$ cat src/sh_axi_pkg.sv
`default_nettype none

package sh_axi_pkg;

   // ------------------------------
   // bus widths
   // ------------------------------
   localparam int ADDR_W = 32;
   localparam int DATA_W = 64;
   localparam int STRB_W = 8;
   localparam int ID_W   = 6;

   typedef logic [ADDR_W-1:0] axi_addr_t;
   typedef logic [DATA_W-1:0] axi_data_t;
   typedef logic [STRB_W-1:0] axi_strb_t;
   typedef logic [ID_W-1:0]   axi_id_t;
   typedef logic [1:0]        axi_resp_t;

   localparam axi_resp_t RESP_OKAY   = 2'b00;
   localparam axi_resp_t RESP_SLVERR = 2'b10;

   // ------------------------------
   // channel payloads
   // ------------------------------
   // shared by AW and AR, single beat only
   typedef struct packed {
      axi_addr_t addr;
      axi_id_t   id;
   } axi_ax_t;

   typedef struct packed {
      axi_data_t data;
      axi_strb_t strb;
      logic      last;
   } axi_w_t;

   typedef struct packed {
      axi_id_t   id;
      axi_resp_t resp;
   } axi_b_t;

   typedef struct packed {
      axi_id_t   id;
      axi_data_t data;
      axi_resp_t resp;
      logic      last;
   } axi_r_t;

endpackage

`default_nettype wire

$ cat src/sh_host_pkg.sv
`default_nettype none

package sh_host_pkg;

   localparam int WORD_W    = 32;
   localparam int REQ_DEPTH = 4;
   localparam int CPL_DEPTH = 16;

   typedef logic [WORD_W-1:0] word_t;

   typedef enum logic {
      REQ_WRITE,
      REQ_READ
   } req_kind_t;

   // poke or peek from the host side
   typedef struct packed {
      req_kind_t             kind;
      sh_axi_pkg::axi_addr_t addr;
      word_t                 wdata;
      sh_axi_pkg::axi_id_t   id;
   } host_req_t;

   // rdata is the whole beat, zero for writes
   typedef struct packed {
      req_kind_t             kind;
      sh_axi_pkg::axi_id_t   id;
      sh_axi_pkg::axi_resp_t resp;
      sh_axi_pkg::axi_data_t rdata;
   } host_cpl_t;

   typedef enum logic [1:0] {
      ST_IDLE,
      ST_WRITE,
      ST_READ
   } disp_state_t;

endpackage

`default_nettype wire

$ cat src/sh_fifo.sv
`timescale 1ns/1ps
`default_nettype none

module sh_fifo #(
   parameter int DEPTH = 4,
   parameter int WIDTH = 8
) (
   input  logic             clk_out,
   input  logic             sync_rst_n,
   input  logic             push_i,
   input  logic [WIDTH-1:0] din_i,
   input  logic             pop_i,
   output logic [WIDTH-1:0] dout_o,
   output logic             full_o,
   output logic             empty_o
);

   localparam int PTR_W = $clog2(DEPTH);
   localparam int CNT_W = $clog2(DEPTH + 1);

   logic [WIDTH-1:0] mem [DEPTH];
   logic [PTR_W-1:0] wr_ptr;
   logic [PTR_W-1:0] rd_ptr;
   logic [CNT_W-1:0] count;

   // pointers wrap at DEPTH, not only at a power of two
   always_ff @(posedge clk_out or negedge sync_rst_n) begin
      if (!sync_rst_n) begin
         wr_ptr <= '0;
         rd_ptr <= '0;
         count  <= '0;
      end else begin
         if (push_i) begin
            wr_ptr <= (wr_ptr == PTR_W'(DEPTH - 1)) ? '0 : wr_ptr + 1'b1;
         end
         if (pop_i) begin
            rd_ptr <= (rd_ptr == PTR_W'(DEPTH - 1)) ? '0 : rd_ptr + 1'b1;
         end
         case ({push_i, pop_i})
            2'b10:   count <= count + 1'b1;
            2'b01:   count <= count - 1'b1;
            default: count <= count;
         endcase
      end
   end

   always_ff @(posedge clk_out) begin
      if (push_i) begin
         mem[wr_ptr] <= din_i;
      end
   end

   assign dout_o  = mem[rd_ptr];
   assign full_o  = (count == CNT_W'(DEPTH));
   assign empty_o = (count == '0);

   assert property (@(posedge clk_out) disable iff (!sync_rst_n) full_o |-> !push_i);
   assert property (@(posedge clk_out) disable iff (!sync_rst_n) empty_o |-> !pop_i);

endmodule

`default_nettype wire

$ cat src/sh_pcis_cpl.sv
`timescale 1ns/1ps
`default_nettype none

module sh_pcis_cpl (
   input  logic                   clk_out,
   input  logic                   sync_rst_n,
   input  logic                   bvalid_i,
   output logic                   bready_o,
   input  sh_axi_pkg::axi_b_t     b_i,
   input  logic                   rvalid_i,
   output logic                   rready_o,
   input  sh_axi_pkg::axi_r_t     r_i,
   input  logic                   cpl_full_i,
   output logic                   cpl_push_o,
   output sh_host_pkg::host_cpl_t cpl_o
);

   logic b_hs;
   logic r_hs;

   // B wins over R, both stall on a full queue
   assign bready_o = !cpl_full_i;
   assign rready_o = !cpl_full_i && !bvalid_i;

   assign b_hs = bvalid_i && bready_o;
   assign r_hs = rvalid_i && rready_o;

   assign cpl_push_o = b_hs || r_hs;

   always_comb begin
      if (b_hs) begin
         cpl_o.kind  = sh_host_pkg::REQ_WRITE;
         cpl_o.id    = b_i.id;
         cpl_o.resp  = b_i.resp;
         cpl_o.rdata = '0;
      end else begin
         cpl_o.kind  = sh_host_pkg::REQ_READ;
         cpl_o.id    = r_i.id;
         cpl_o.resp  = r_i.resp;
         cpl_o.rdata = r_i.data;
      end
   end

   // ------------------------------
   // checks
   // ------------------------------
   // a stalled R beat stays on the bus until taken
   assert property (@(posedge clk_out) disable iff (!sync_rst_n)
      rvalid_i && !rready_o |=> rvalid_i && $stable(r_i));

   // requests are single beat, so every R beat closes its burst
   assert property (@(posedge clk_out) disable iff (!sync_rst_n) r_hs |-> r_i.last);

endmodule

`default_nettype wire

$ cat src/sh_pcis_dispatch.sv
`timescale 1ns/1ps
`default_nettype none

module sh_pcis_dispatch (
   input  logic                   clk_out,
   input  logic                   sync_rst_n,
   input  sh_host_pkg::host_req_t req_head_i,
   input  logic                   req_empty_i,
   output logic                   req_pop_o,
   output logic                   awvalid_o,
   input  logic                   awready_i,
   output sh_axi_pkg::axi_ax_t    aw_o,
   output logic                   wvalid_o,
   input  logic                   wready_i,
   output sh_axi_pkg::axi_w_t     w_o,
   output logic                   arvalid_o,
   input  logic                   arready_i,
   output sh_axi_pkg::axi_ax_t    ar_o
);

   sh_host_pkg::disp_state_t state;
   sh_axi_pkg::axi_ax_t      ax_next;
   sh_axi_pkg::axi_w_t       w_next;
   logic                     aw_done;
   logic                     w_done;

   assign req_pop_o = (state == sh_host_pkg::ST_IDLE) && !req_empty_i;

   // a channel is done once its valid is gone or handshakes now
   assign aw_done = !awvalid_o || awready_i;
   assign w_done  = !wvalid_o || wready_i;

   // ------------------------------
   // lane steering
   // ------------------------------
   always_comb begin
      logic lane;
      lane         = req_head_i.addr[2];
      ax_next.addr = req_head_i.addr;
      ax_next.id   = req_head_i.id;
      w_next.data  = '0;
      w_next.data[sh_host_pkg::WORD_W*lane +: sh_host_pkg::WORD_W] = req_head_i.wdata;
      w_next.strb  = '0;
      w_next.strb[(sh_host_pkg::WORD_W/8)*lane +: sh_host_pkg::WORD_W/8] = '1;
      w_next.last  = 1'b1;
   end

   // ------------------------------
   // FSM and valids
   // ------------------------------
   always_ff @(posedge clk_out or negedge sync_rst_n) begin
      if (!sync_rst_n) begin
         state     <= sh_host_pkg::ST_IDLE;
         awvalid_o <= 1'b0;
         wvalid_o  <= 1'b0;
         arvalid_o <= 1'b0;
      end else begin
         case (state)
            sh_host_pkg::ST_IDLE: begin
               if (req_pop_o && req_head_i.kind == sh_host_pkg::REQ_WRITE) begin
                  state     <= sh_host_pkg::ST_WRITE;
                  awvalid_o <= 1'b1;
                  wvalid_o  <= 1'b1;
               end else if (req_pop_o) begin
                  state     <= sh_host_pkg::ST_READ;
                  arvalid_o <= 1'b1;
               end
            end
            sh_host_pkg::ST_WRITE: begin
               // AW and W may finish in either order
               if (awvalid_o && awready_i) begin
                  awvalid_o <= 1'b0;
               end
               if (wvalid_o && wready_i) begin
                  wvalid_o <= 1'b0;
               end
               if (aw_done && w_done) begin
                  state <= sh_host_pkg::ST_IDLE;
               end
            end
            sh_host_pkg::ST_READ: begin
               if (arready_i) begin
                  arvalid_o <= 1'b0;
                  state     <= sh_host_pkg::ST_IDLE;
               end
            end
            default: state <= sh_host_pkg::ST_IDLE;
         endcase
      end
   end

   always_ff @(posedge clk_out) begin
      if (req_pop_o && req_head_i.kind == sh_host_pkg::REQ_WRITE) begin
         aw_o <= ax_next;
         w_o  <= w_next;
      end
      if (req_pop_o && req_head_i.kind == sh_host_pkg::REQ_READ) begin
         ar_o <= ax_next;
      end
   end

   // held until ready
   assert property (@(posedge clk_out) disable iff (!sync_rst_n)
      awvalid_o && !awready_i |=> awvalid_o && $stable(aw_o));
   assert property (@(posedge clk_out) disable iff (!sync_rst_n)
      wvalid_o && !wready_i |=> wvalid_o && $stable(w_o));
   assert property (@(posedge clk_out) disable iff (!sync_rst_n)
      arvalid_o && !arready_i |=> arvalid_o && $stable(ar_o));

endmodule

`default_nettype wire

$ cat src/sh_pcis_host.sv
`timescale 1ns/1ps
`default_nettype none

module sh_pcis_host (
   input  logic                   clk_out,
   input  logic                   sync_rst_n,
   input  logic                   req_valid_i,
   output logic                   req_ready_o,
   input  sh_host_pkg::host_req_t req_i,
   output logic                   cpl_valid_o,
   input  logic                   cpl_ready_i,
   output sh_host_pkg::host_cpl_t cpl_o,
   output logic                   awvalid_o,
   input  logic                   awready_i,
   output sh_axi_pkg::axi_ax_t    aw_o,
   output logic                   wvalid_o,
   input  logic                   wready_i,
   output sh_axi_pkg::axi_w_t     w_o,
   input  logic                   bvalid_i,
   output logic                   bready_o,
   input  sh_axi_pkg::axi_b_t     b_i,
   output logic                   arvalid_o,
   input  logic                   arready_i,
   output sh_axi_pkg::axi_ax_t    ar_o,
   input  logic                   rvalid_i,
   output logic                   rready_o,
   input  sh_axi_pkg::axi_r_t     r_i
);

   sh_host_pkg::host_req_t req_head;
   sh_host_pkg::host_cpl_t cpl_new;
   logic                   req_full;
   logic                   req_empty;
   logic                   req_pop;
   logic                   cpl_full;
   logic                   cpl_empty;
   logic                   cpl_push;

   assign req_ready_o = !req_full;
   assign cpl_valid_o = !cpl_empty;

   // ------------------------------
   // request path
   // ------------------------------
   sh_fifo #(
      .DEPTH (sh_host_pkg::REQ_DEPTH),
      .WIDTH ($bits(sh_host_pkg::host_req_t))
   ) req_q (
      .clk_out    (clk_out),
      .sync_rst_n (sync_rst_n),
      .push_i     (req_valid_i && req_ready_o),
      .din_i      (req_i),
      .pop_i      (req_pop),
      .dout_o     (req_head),
      .full_o     (req_full),
      .empty_o    (req_empty)
   );

   sh_pcis_dispatch sh_pcis_dispatch_i (
      .clk_out     (clk_out),
      .sync_rst_n  (sync_rst_n),
      .req_head_i  (req_head),
      .req_empty_i (req_empty),
      .req_pop_o   (req_pop),
      .awvalid_o   (awvalid_o),
      .awready_i   (awready_i),
      .aw_o        (aw_o),
      .wvalid_o    (wvalid_o),
      .wready_i    (wready_i),
      .w_o         (w_o),
      .arvalid_o   (arvalid_o),
      .arready_i   (arready_i),
      .ar_o        (ar_o)
   );

   // ------------------------------
   // completion path
   // ------------------------------
   sh_pcis_cpl sh_pcis_cpl_i (
      .clk_out    (clk_out),
      .sync_rst_n (sync_rst_n),
      .bvalid_i   (bvalid_i),
      .bready_o   (bready_o),
      .b_i        (b_i),
      .rvalid_i   (rvalid_i),
      .rready_o   (rready_o),
      .r_i        (r_i),
      .cpl_full_i (cpl_full),
      .cpl_push_o (cpl_push),
      .cpl_o      (cpl_new)
   );

   sh_fifo #(
      .DEPTH (sh_host_pkg::CPL_DEPTH),
      .WIDTH ($bits(sh_host_pkg::host_cpl_t))
   ) cpl_q (
      .clk_out    (clk_out),
      .sync_rst_n (sync_rst_n),
      .push_i     (cpl_push),
      .din_i      (cpl_new),
      .pop_i      (cpl_valid_o && cpl_ready_i),
      .dout_o     (cpl_o),
      .full_o     (cpl_full),
      .empty_o    (cpl_empty)
   );

endmodule

`default_nettype wire

$ cat config.mk
export PLATFORM = sky130hd
export DESIGN_NAME = sh_pcis_host
export DESIGN_NICKNAME = d
export VERILOG_FILES = /design/src/sh_axi_pkg.sv /design/src/sh_host_pkg.sv /design/src/sh_fifo.sv /design/src/sh_pcis_cpl.sv /design/src/sh_pcis_dispatch.sv /design/src/sh_pcis_host.sv
export SDC_FILE = /design/constraint.sdc
export NUM_CORES = 1
export LEC_CHECK = 0
export BUFFER_PORTS_ARGS = -buffer_cell sky130_fd_sc_hd__buf_2
export CORE_ASPECT_RATIO = 1.1
export CORE_UTILIZATION = 60
export CTS_CLUSTER_DIAMETER = 50
export CTS_CLUSTER_SIZE = 24
export DETAILED_ROUTE_END_ITERATION = 7
export PLACE_DENSITY = 0.79
export SLEW_MARGIN = 5
export SYNTH_ARGS = -nofsm -noshare
export SYNTH_HDL_FRONTEND = slang
export SYNTH_SLANG_ARGS = --single-unit
$ cat constraint.sdc
create_clock -name clk_out -period 7.3 [get_ports clk_out]
set_clock_uncertainty 0.2 [all_clocks]
set_input_delay 0 -clock clk_out [delete_from_list [all_inputs] [get_ports clk_out]]
set_output_delay 0 -clock clk_out [all_outputs]
set_load 0.005 [all_outputs]
* After elaboration in Yosys (flattened, before gate mapping)
Memory sizes are Yosys's and may differ from the RTL's.
Index checks and enable logic that the tools add are counted.
** Storage, ports and cells
- Register bits :: 173
- Bits in writable memories :: 1452
- Input port bits :: 161
- Output and inout bits :: 229
- Memories :: 2
** Memories
- cpl_q.mem :: words 16, width 73, rd ports 1, clocked after Yosys merged registers in 0, write ports 1, RTL line sh_fifo.sv:21 : logic [WIDTH-1:0] mem [DEPTH];
- req_q.mem :: words 4, width 71, rd ports 1, clocked after Yosys merged registers in 0, write ports 1, RTL line sh_fifo.sv:21
** Cells by class
- Add/sub/neg operators :: 10
- Equality and inequality tests :: 20
- Shift operators :: 4
- Mux-type cells :: 25
- Bitwise operators :: 3
- Reduce and logical (&&, ||, !) cells :: 32
** Operators by type and width (number)
- two-way mux 73 bit :: 1
- AND 64 bit :: 1
- variable shift 32 x 34 -> 64 bit (first input constant) :: 1
- variable part select 32 x 34 -> 64 bit :: 1
- negator 3 -> 34 bit :: 1
- negator 6 -> 34 bit :: 1
- variable shift 4 x 34 -> 8 bit (first input constant) :: 1
- variable part select 4 x 34 -> 8 bit (first input constant) :: 1
- two-way mux 2 bit :: 6
- logical AND 1 bit :: 11
- equality test 2 bit (second input constant) :: 5
- two-way mux 1 bit :: 10
- one-hot mux 5 bit (2 select lines) :: 1
- AND reduction 3 bit :: 3
- adder 4 x 1 -> 4 bit (second input constant) :: 2
- AND 8 bit :: 1
- equality test 4 bit (second input constant) :: 2
- two-way mux 4 bit :: 2
- != test 2 bit (second input constant) :: 4
- nonzero test 2 bit :: 4
- zero test 1 bit :: 7
- equality test 2 x 1 -> 1 bit (second input constant) :: 3
- != test 2 x 1 -> 1 bit (second input constant) :: 3
- one-hot mux 1 bit (2 select lines) :: 3
- 16 further kinds :: 19

* Logic depth before layout (Yosys ltp)
- Depth in word-level cells :: 7
- Mapped depth :: 11
- Gate-level depth less buffers :: 10

* By module
From an unflattened synthesis, not the netlist that was laid out.
** Unflattened totals
- Cell total of the unflattened synthesis :: 2630
- Area total of the unflattened synthesis :: 60790.8 sq um
** Modules (own cells, without submodules)
- sh_fifo at cpl_q :: instances 1, cells an instance 1884, area each 44441.4 sq um
- sh_fifo at req_q :: instances 1, cells an instance 409, area each 10737.8 sq um
- sh_pcis_dispatch :: instances 1, cells an instance 248, area each 5007.3 sq um
- sh_pcis_cpl :: instances 1, cells an instance 85, area each 584.3 sq um
- sh_pcis_host :: instances 1, cells an instance 4, area each 20.0 sq um

* Least setup slack after synthesis
Ideal clock, no wire load.
- Kind :: register to register
- Start :: reg cpl_q.count[4]
- End :: mem cpl_q.mem[3][0] (netlist bit) (enable)
- Arrival time :: 5.887 ns
- Required time :: 6.506 ns
- Slack :: 0.619 ns
- Stages on the path, launching flop included :: 5
- Buffers on the path :: 1
- Clock period less this slack :: 6.681 ns
- Cells stage by stage :: dfrtp_1 clkbuf_1 a31oi_1 nand2_1 nor3_1
** On the way
- Cells in the longest elaborated chain, start to end :: 7
- Elaborated cells between the ends (all ways) :: 8
- Classes of those cells :: eq/ne: 1; mux: 2; reduce/logical: 5
** RTL lines
- start, declared :: RTL line sh_fifo.sv:24 : logic [CNT_W-1:0] count;
- start signal, assigned :: RTL line sh_fifo.sv:40 : 2'b10: count <= count + 1'b1;
- start signal, assigned :: RTL line sh_fifo.sv:41 : 2'b01: count <= count - 1'b1;
- start signal, assigned :: RTL line sh_fifo.sv:42 : default: count <= count;
- equality test 5 bit (*) :: RTL line sh_fifo.sv:54 : assign full_o = (count == CNT_W'(DEPTH));
- zero test 1 bit (*) :: RTL line sh_pcis_cpl.sv:22, sh_pcis_cpl.sv:23
- logical AND 1 bit :: RTL line sh_pcis_cpl.sv:23 : assign rready_o = !cpl_full_i && !bvalid_i;
- logical AND 1 bit :: RTL line sh_pcis_cpl.sv:26 : assign r_hs = rvalid_i && rready_o;
- logical OR 1 bit (*) :: RTL line sh_pcis_cpl.sv:28 : assign cpl_push_o = b_hs || r_hs;
- two-way mux 1 bit (*) :: RTL line sh_fifo.sv:48 : if (push_i) begin
- two-way mux 1 bit (implied by the code) (*) :: RTL line sh_fifo.sv:49 : mem[wr_ptr] <= din_i;
- end, declared :: RTL line sh_fifo.sv:21
Every way passes the cells marked *; elsewhere a longest branch is shown, timed or not.

==> qor.csv <==
metric;value;unit
Final Setup Violations;0;
Worst VDD drop;0.3380;mV
number of global-route vias before repair;31220;
Clk pin slew, worst setup/hold paths;0.09;ns
Switching Fraction;31.42;%
Hold Path Class;primary input to asynchronous set/reset pin;
reg2reg setup slack;3.21;ns
WL final;136.0;mm
flops & latches, synth;1618;
ranking of synthesized cells by area;edfxtp_1 79%, mux4_2 13%, a22oi_1 1.8%;
# hold bufs at CTS;235;
DP Area;63910;um^2
P_leak;23.51;nW
setup TNS;0;ns
Slew Viols, Final;0;
FMAX;0.2444;GHz
num rows;121;
critical path launch point type;register;
top sig layer;met5;
Seq/Total Area, Yosys;79.97;%
P per Cell Area;400.2;nW/um^2
Sw Pwr;8.876;mW
Worst EP required;7.48;ns
ratio of cells with drive above 1 in the final layout;31.01;%
Post-route DRC;0;
Clk Latency, worst-skew pair;0.70;ns
Post-CTS Resized;0;
Clk pwr share;25.1;%
first-pass GRT wire length;199.3;mm
starting density of the core;60.93;%
synthesized area;60600;um^2
largest net degree at the start of global routing;169;
synthesized instance count;2621;
GR Overflow Total;0;
syn avg cell area;23.12;um^2
CTS Buf Count;120;
Yosys cell types;39;
Place WS;3.408;ns
routed wl met3;12.14;mm
Seq pwr share;46.6;%
Die Wd;305.0;um
Die ar.;102300;um^2
detailed placement HPWL;67.70;mm
Worst Reg2Reg Path Length in Cells;6;
total power draw;28.25;mW
critical path class;register to register;
top cell type's share of synthesized area;78.93;%
vias;29360;
drt via density;6.296;
Total GRT Usage;26.89;%
M1 WL;50.36;mm
wire per inst;29.17;um
initial DRC count;3130;
CP arrival;4.27;ns
CTS H-Tree Depth;3;
CTS sink count;1618;
Tightest Pin Transition;1.157;ns
Core Box Area;99470;um^2
TritonRoute pass-1 iters;7;
fin worst setup slack;3.209;ns
Post-CTS Setup Bufs;0;
Worst R2R End;cpl_q.mem[1][65]$_DFFE_PP_;
endpoints failing hold;0;
Max clock buf depth;3;
Critical Path Fanout Max;67;
Ports;390;
RSZ-0062 raised after global routing;false;
post-synth net total;2799;
area leader, netlist;edfxtp_1;
Die H;335.3;um
Finished Cell Area;70580;um^2
Routed Antenna Nets;0;
crit path time final;4.091;ns
status;finished, final reports clean;
Area growth syn-to-layout;16.47;%
initial antenna violation count;3;
WL met2;70.13;mm
synth warn;0;
I/O Buffers;387;
GP Congestion;0.7848;
combinational share of power;28.4;%
Cell Int Power;19.37;mW
Layout Nets;3441;
final period utilization;56.04;%
max cap viols;0;
slew margin rel.;22.61;%
CTS tree;yes;
worst r2r src;cpl_q.count[2]$_DFFE_PN0P_;
critical path endpoint category;register;
clock root cell;clkbuf_16;
==> per-layer routing <==
metal  vias up  global-route usage [%]
met5         -                       0
met4         2                   7.963
met3       225                   5.428
met2      1531                   46.03
met1     15320                   35.25
li1      12280                       -
==> power groups by stage <==
| stage | combinational (mW) | clock (mW) | sequential [mW] |
|---|---|---|---|
| floorplan | 5.23 | 0 | 13.1 |
| global placement | 7.64 | 0 | 13.2 |
| detailed placement | 7.86 | 0 | 13.3 |
| CTS | 8.03 | 7.14 | 13.2 |
| global route | 8.51 | 7.49 | 13.3 |
| finish | 8.01 | 7.09 | 13.1 |
==> cell usage in the layout (no fill, tap or decap), drive strengths merged <==
cell / netlist / routed
a21o: 6 / 6
a21oi: 6 / 6
a22o: 1 / 1
a22oi: 146 / 146
a31oi: 3 / 3
a41oi: 1 / 1
and2: 100 / 100
and3: 20 / 20
buf: 86 / 425
bufinv: 0 / 7
clkbuf: 53 / 123
clkinv: 0 / 39
clkinvlp: 0 / 9
conb: 1 / 1
dfrtp: 25 / 25
diode: 0 / 5
dlygate4sd3: 0 / 234
edfxtp: 1593 / 1593
fa: 2 / 2
ha: 15 / 15
inv: 17 / 65
mux2: 12 / 12
mux4: 363 / 363
nand2: 86 / 86
nand3: 3 / 3
nand3b: 1 / 1
nor2: 9 / 9
nor2b: 39 / 39
nor3: 5 / 5
o211ai: 1 / 1
o21a: 1 / 1
o21ai: 7 / 7
o22ai: 1 / 1
o311ai: 2 / 2
o31a: 2 / 2
or2: 2 / 2
or3: 4 / 4
xnor2: 4 / 4
xor2: 4 / 4
==> synth_stat cells, drive strengths merged <==
cell and instances:
o21ai 7, mux4 363, xnor2 4, mux2 12, o311ai 2, or3 4
o22ai 1, or2 2, nand2 86, conb 1, o21a 1, dfrtp 25
nand3 3, and2 100, fa 2, nor2 9, a21o 6, nand3b 1
and3 20, o211ai 1, xor2 4, edfxtp 1593, a31oi 3, o31a 2
a22o 1, a21oi 6, inv 17, ha 15, a41oi 1, nor3 5
buf 86, clkbuf 53, nor2b 39, a22oi 146
==> critical path, cell delays in order (launching register included) <==
cell	delay [ns]
dfrtp_1	0.44
nor3_1	0.37
nand3_1	0.24
nand2_4	0.40
buf_4	0.80
mux2_2	0.44
dlygate4sd3_1	0.74
==> state kept, by name, indices dropped and copies added, names as in the netlist, 3 cells and up <==
| signal | count |
|---|---|
| sh_pcis_dispatch_i.ar_o | 38 |
| cpl_q.count | 5 |
| cpl_q.mem | 1168 |
| req_q.count | 3 |
| sh_pcis_dispatch_i.w_o | 65 |
| sh_pcis_dispatch_i.aw_o | 38 |
| cpl_q.wr_ptr | 4 |
| req_q.mem | 284 |
| cpl_q.rd_ptr | 4 |
==> area by class of cell <==
class,instances,area [um^2]
flip-flops and latches,1618,48470
inverters,17,63.81
well taps,1291,1615
fillers,5559,28880
clock buffers,123,3045
multi-input cells,847,11490
diodes,5,12.51
repair buffers,659,4627
clock inverters,103,1251
==> through the flow <==
stage	utilization [%]	cells	hold slack [ns]
after floorplan	-	2621	-0.4956
after global placement	64.26	4197	-0.1639
after detailed placement	64.26	4197	-0.1417
after CTS	70.95	4658	0.08729
after global routing	70.95	4660	0.1702
final	70.96	4663	0.1876
==> logic make-up (layout without fill, tap and decap cells) <==
group | count (synthesis) | in the layout | synth area share (%)
AOI/OAI and AO/OA | 177 | 177 | 2.143
xor gates and xnor gates | 8 | 8 | 0.1156
adders and majority gates | 17 | 17 | 0.3758
buffers and inverters | 156 | 902 | 1.307
DFF | 1618 | 1618 | 79.97
muxes | 375 | 375 | 13.71
other | 1 | 6 | 0.006188
and+or+nand+nor | 269 | 269 | 2.374
==> worst max path at each step <==
stage	start	to	slack, ns	cells past startpoint
3_3_place_gp	req_q.rd_ptr[0]$_DFFE_PN0P_	sh_pcis_dispatch_i.aw_o[34]$_DFFE_PP_	3.56	3
2_1_floorplan	cpl_q.count[4]$_DFFE_PN0P_	cpl_q.mem[3][0]$_DFFE_PP_	0.62	4
3_5_place_dp	req_q.rd_ptr[0]$_DFFE_PN0P_	sh_pcis_dispatch_i.aw_o[32]$_DFFE_PP_	3.41	3
5_1_grt	cpl_q.rd_ptr[0]$_DFFE_PN0P_	cpl_o[18]	3.02	5
6_report	cpl_q.count[2]$_DFFE_PN0P_	cpl_q.mem[1][65]$_DFFE_PP_	3.21	6
4_1_cts	cpl_q.rd_ptr[0]$_DFFE_PN0P_	cpl_o[18]	3.20	5
Power figures use the tool's default switching activity.
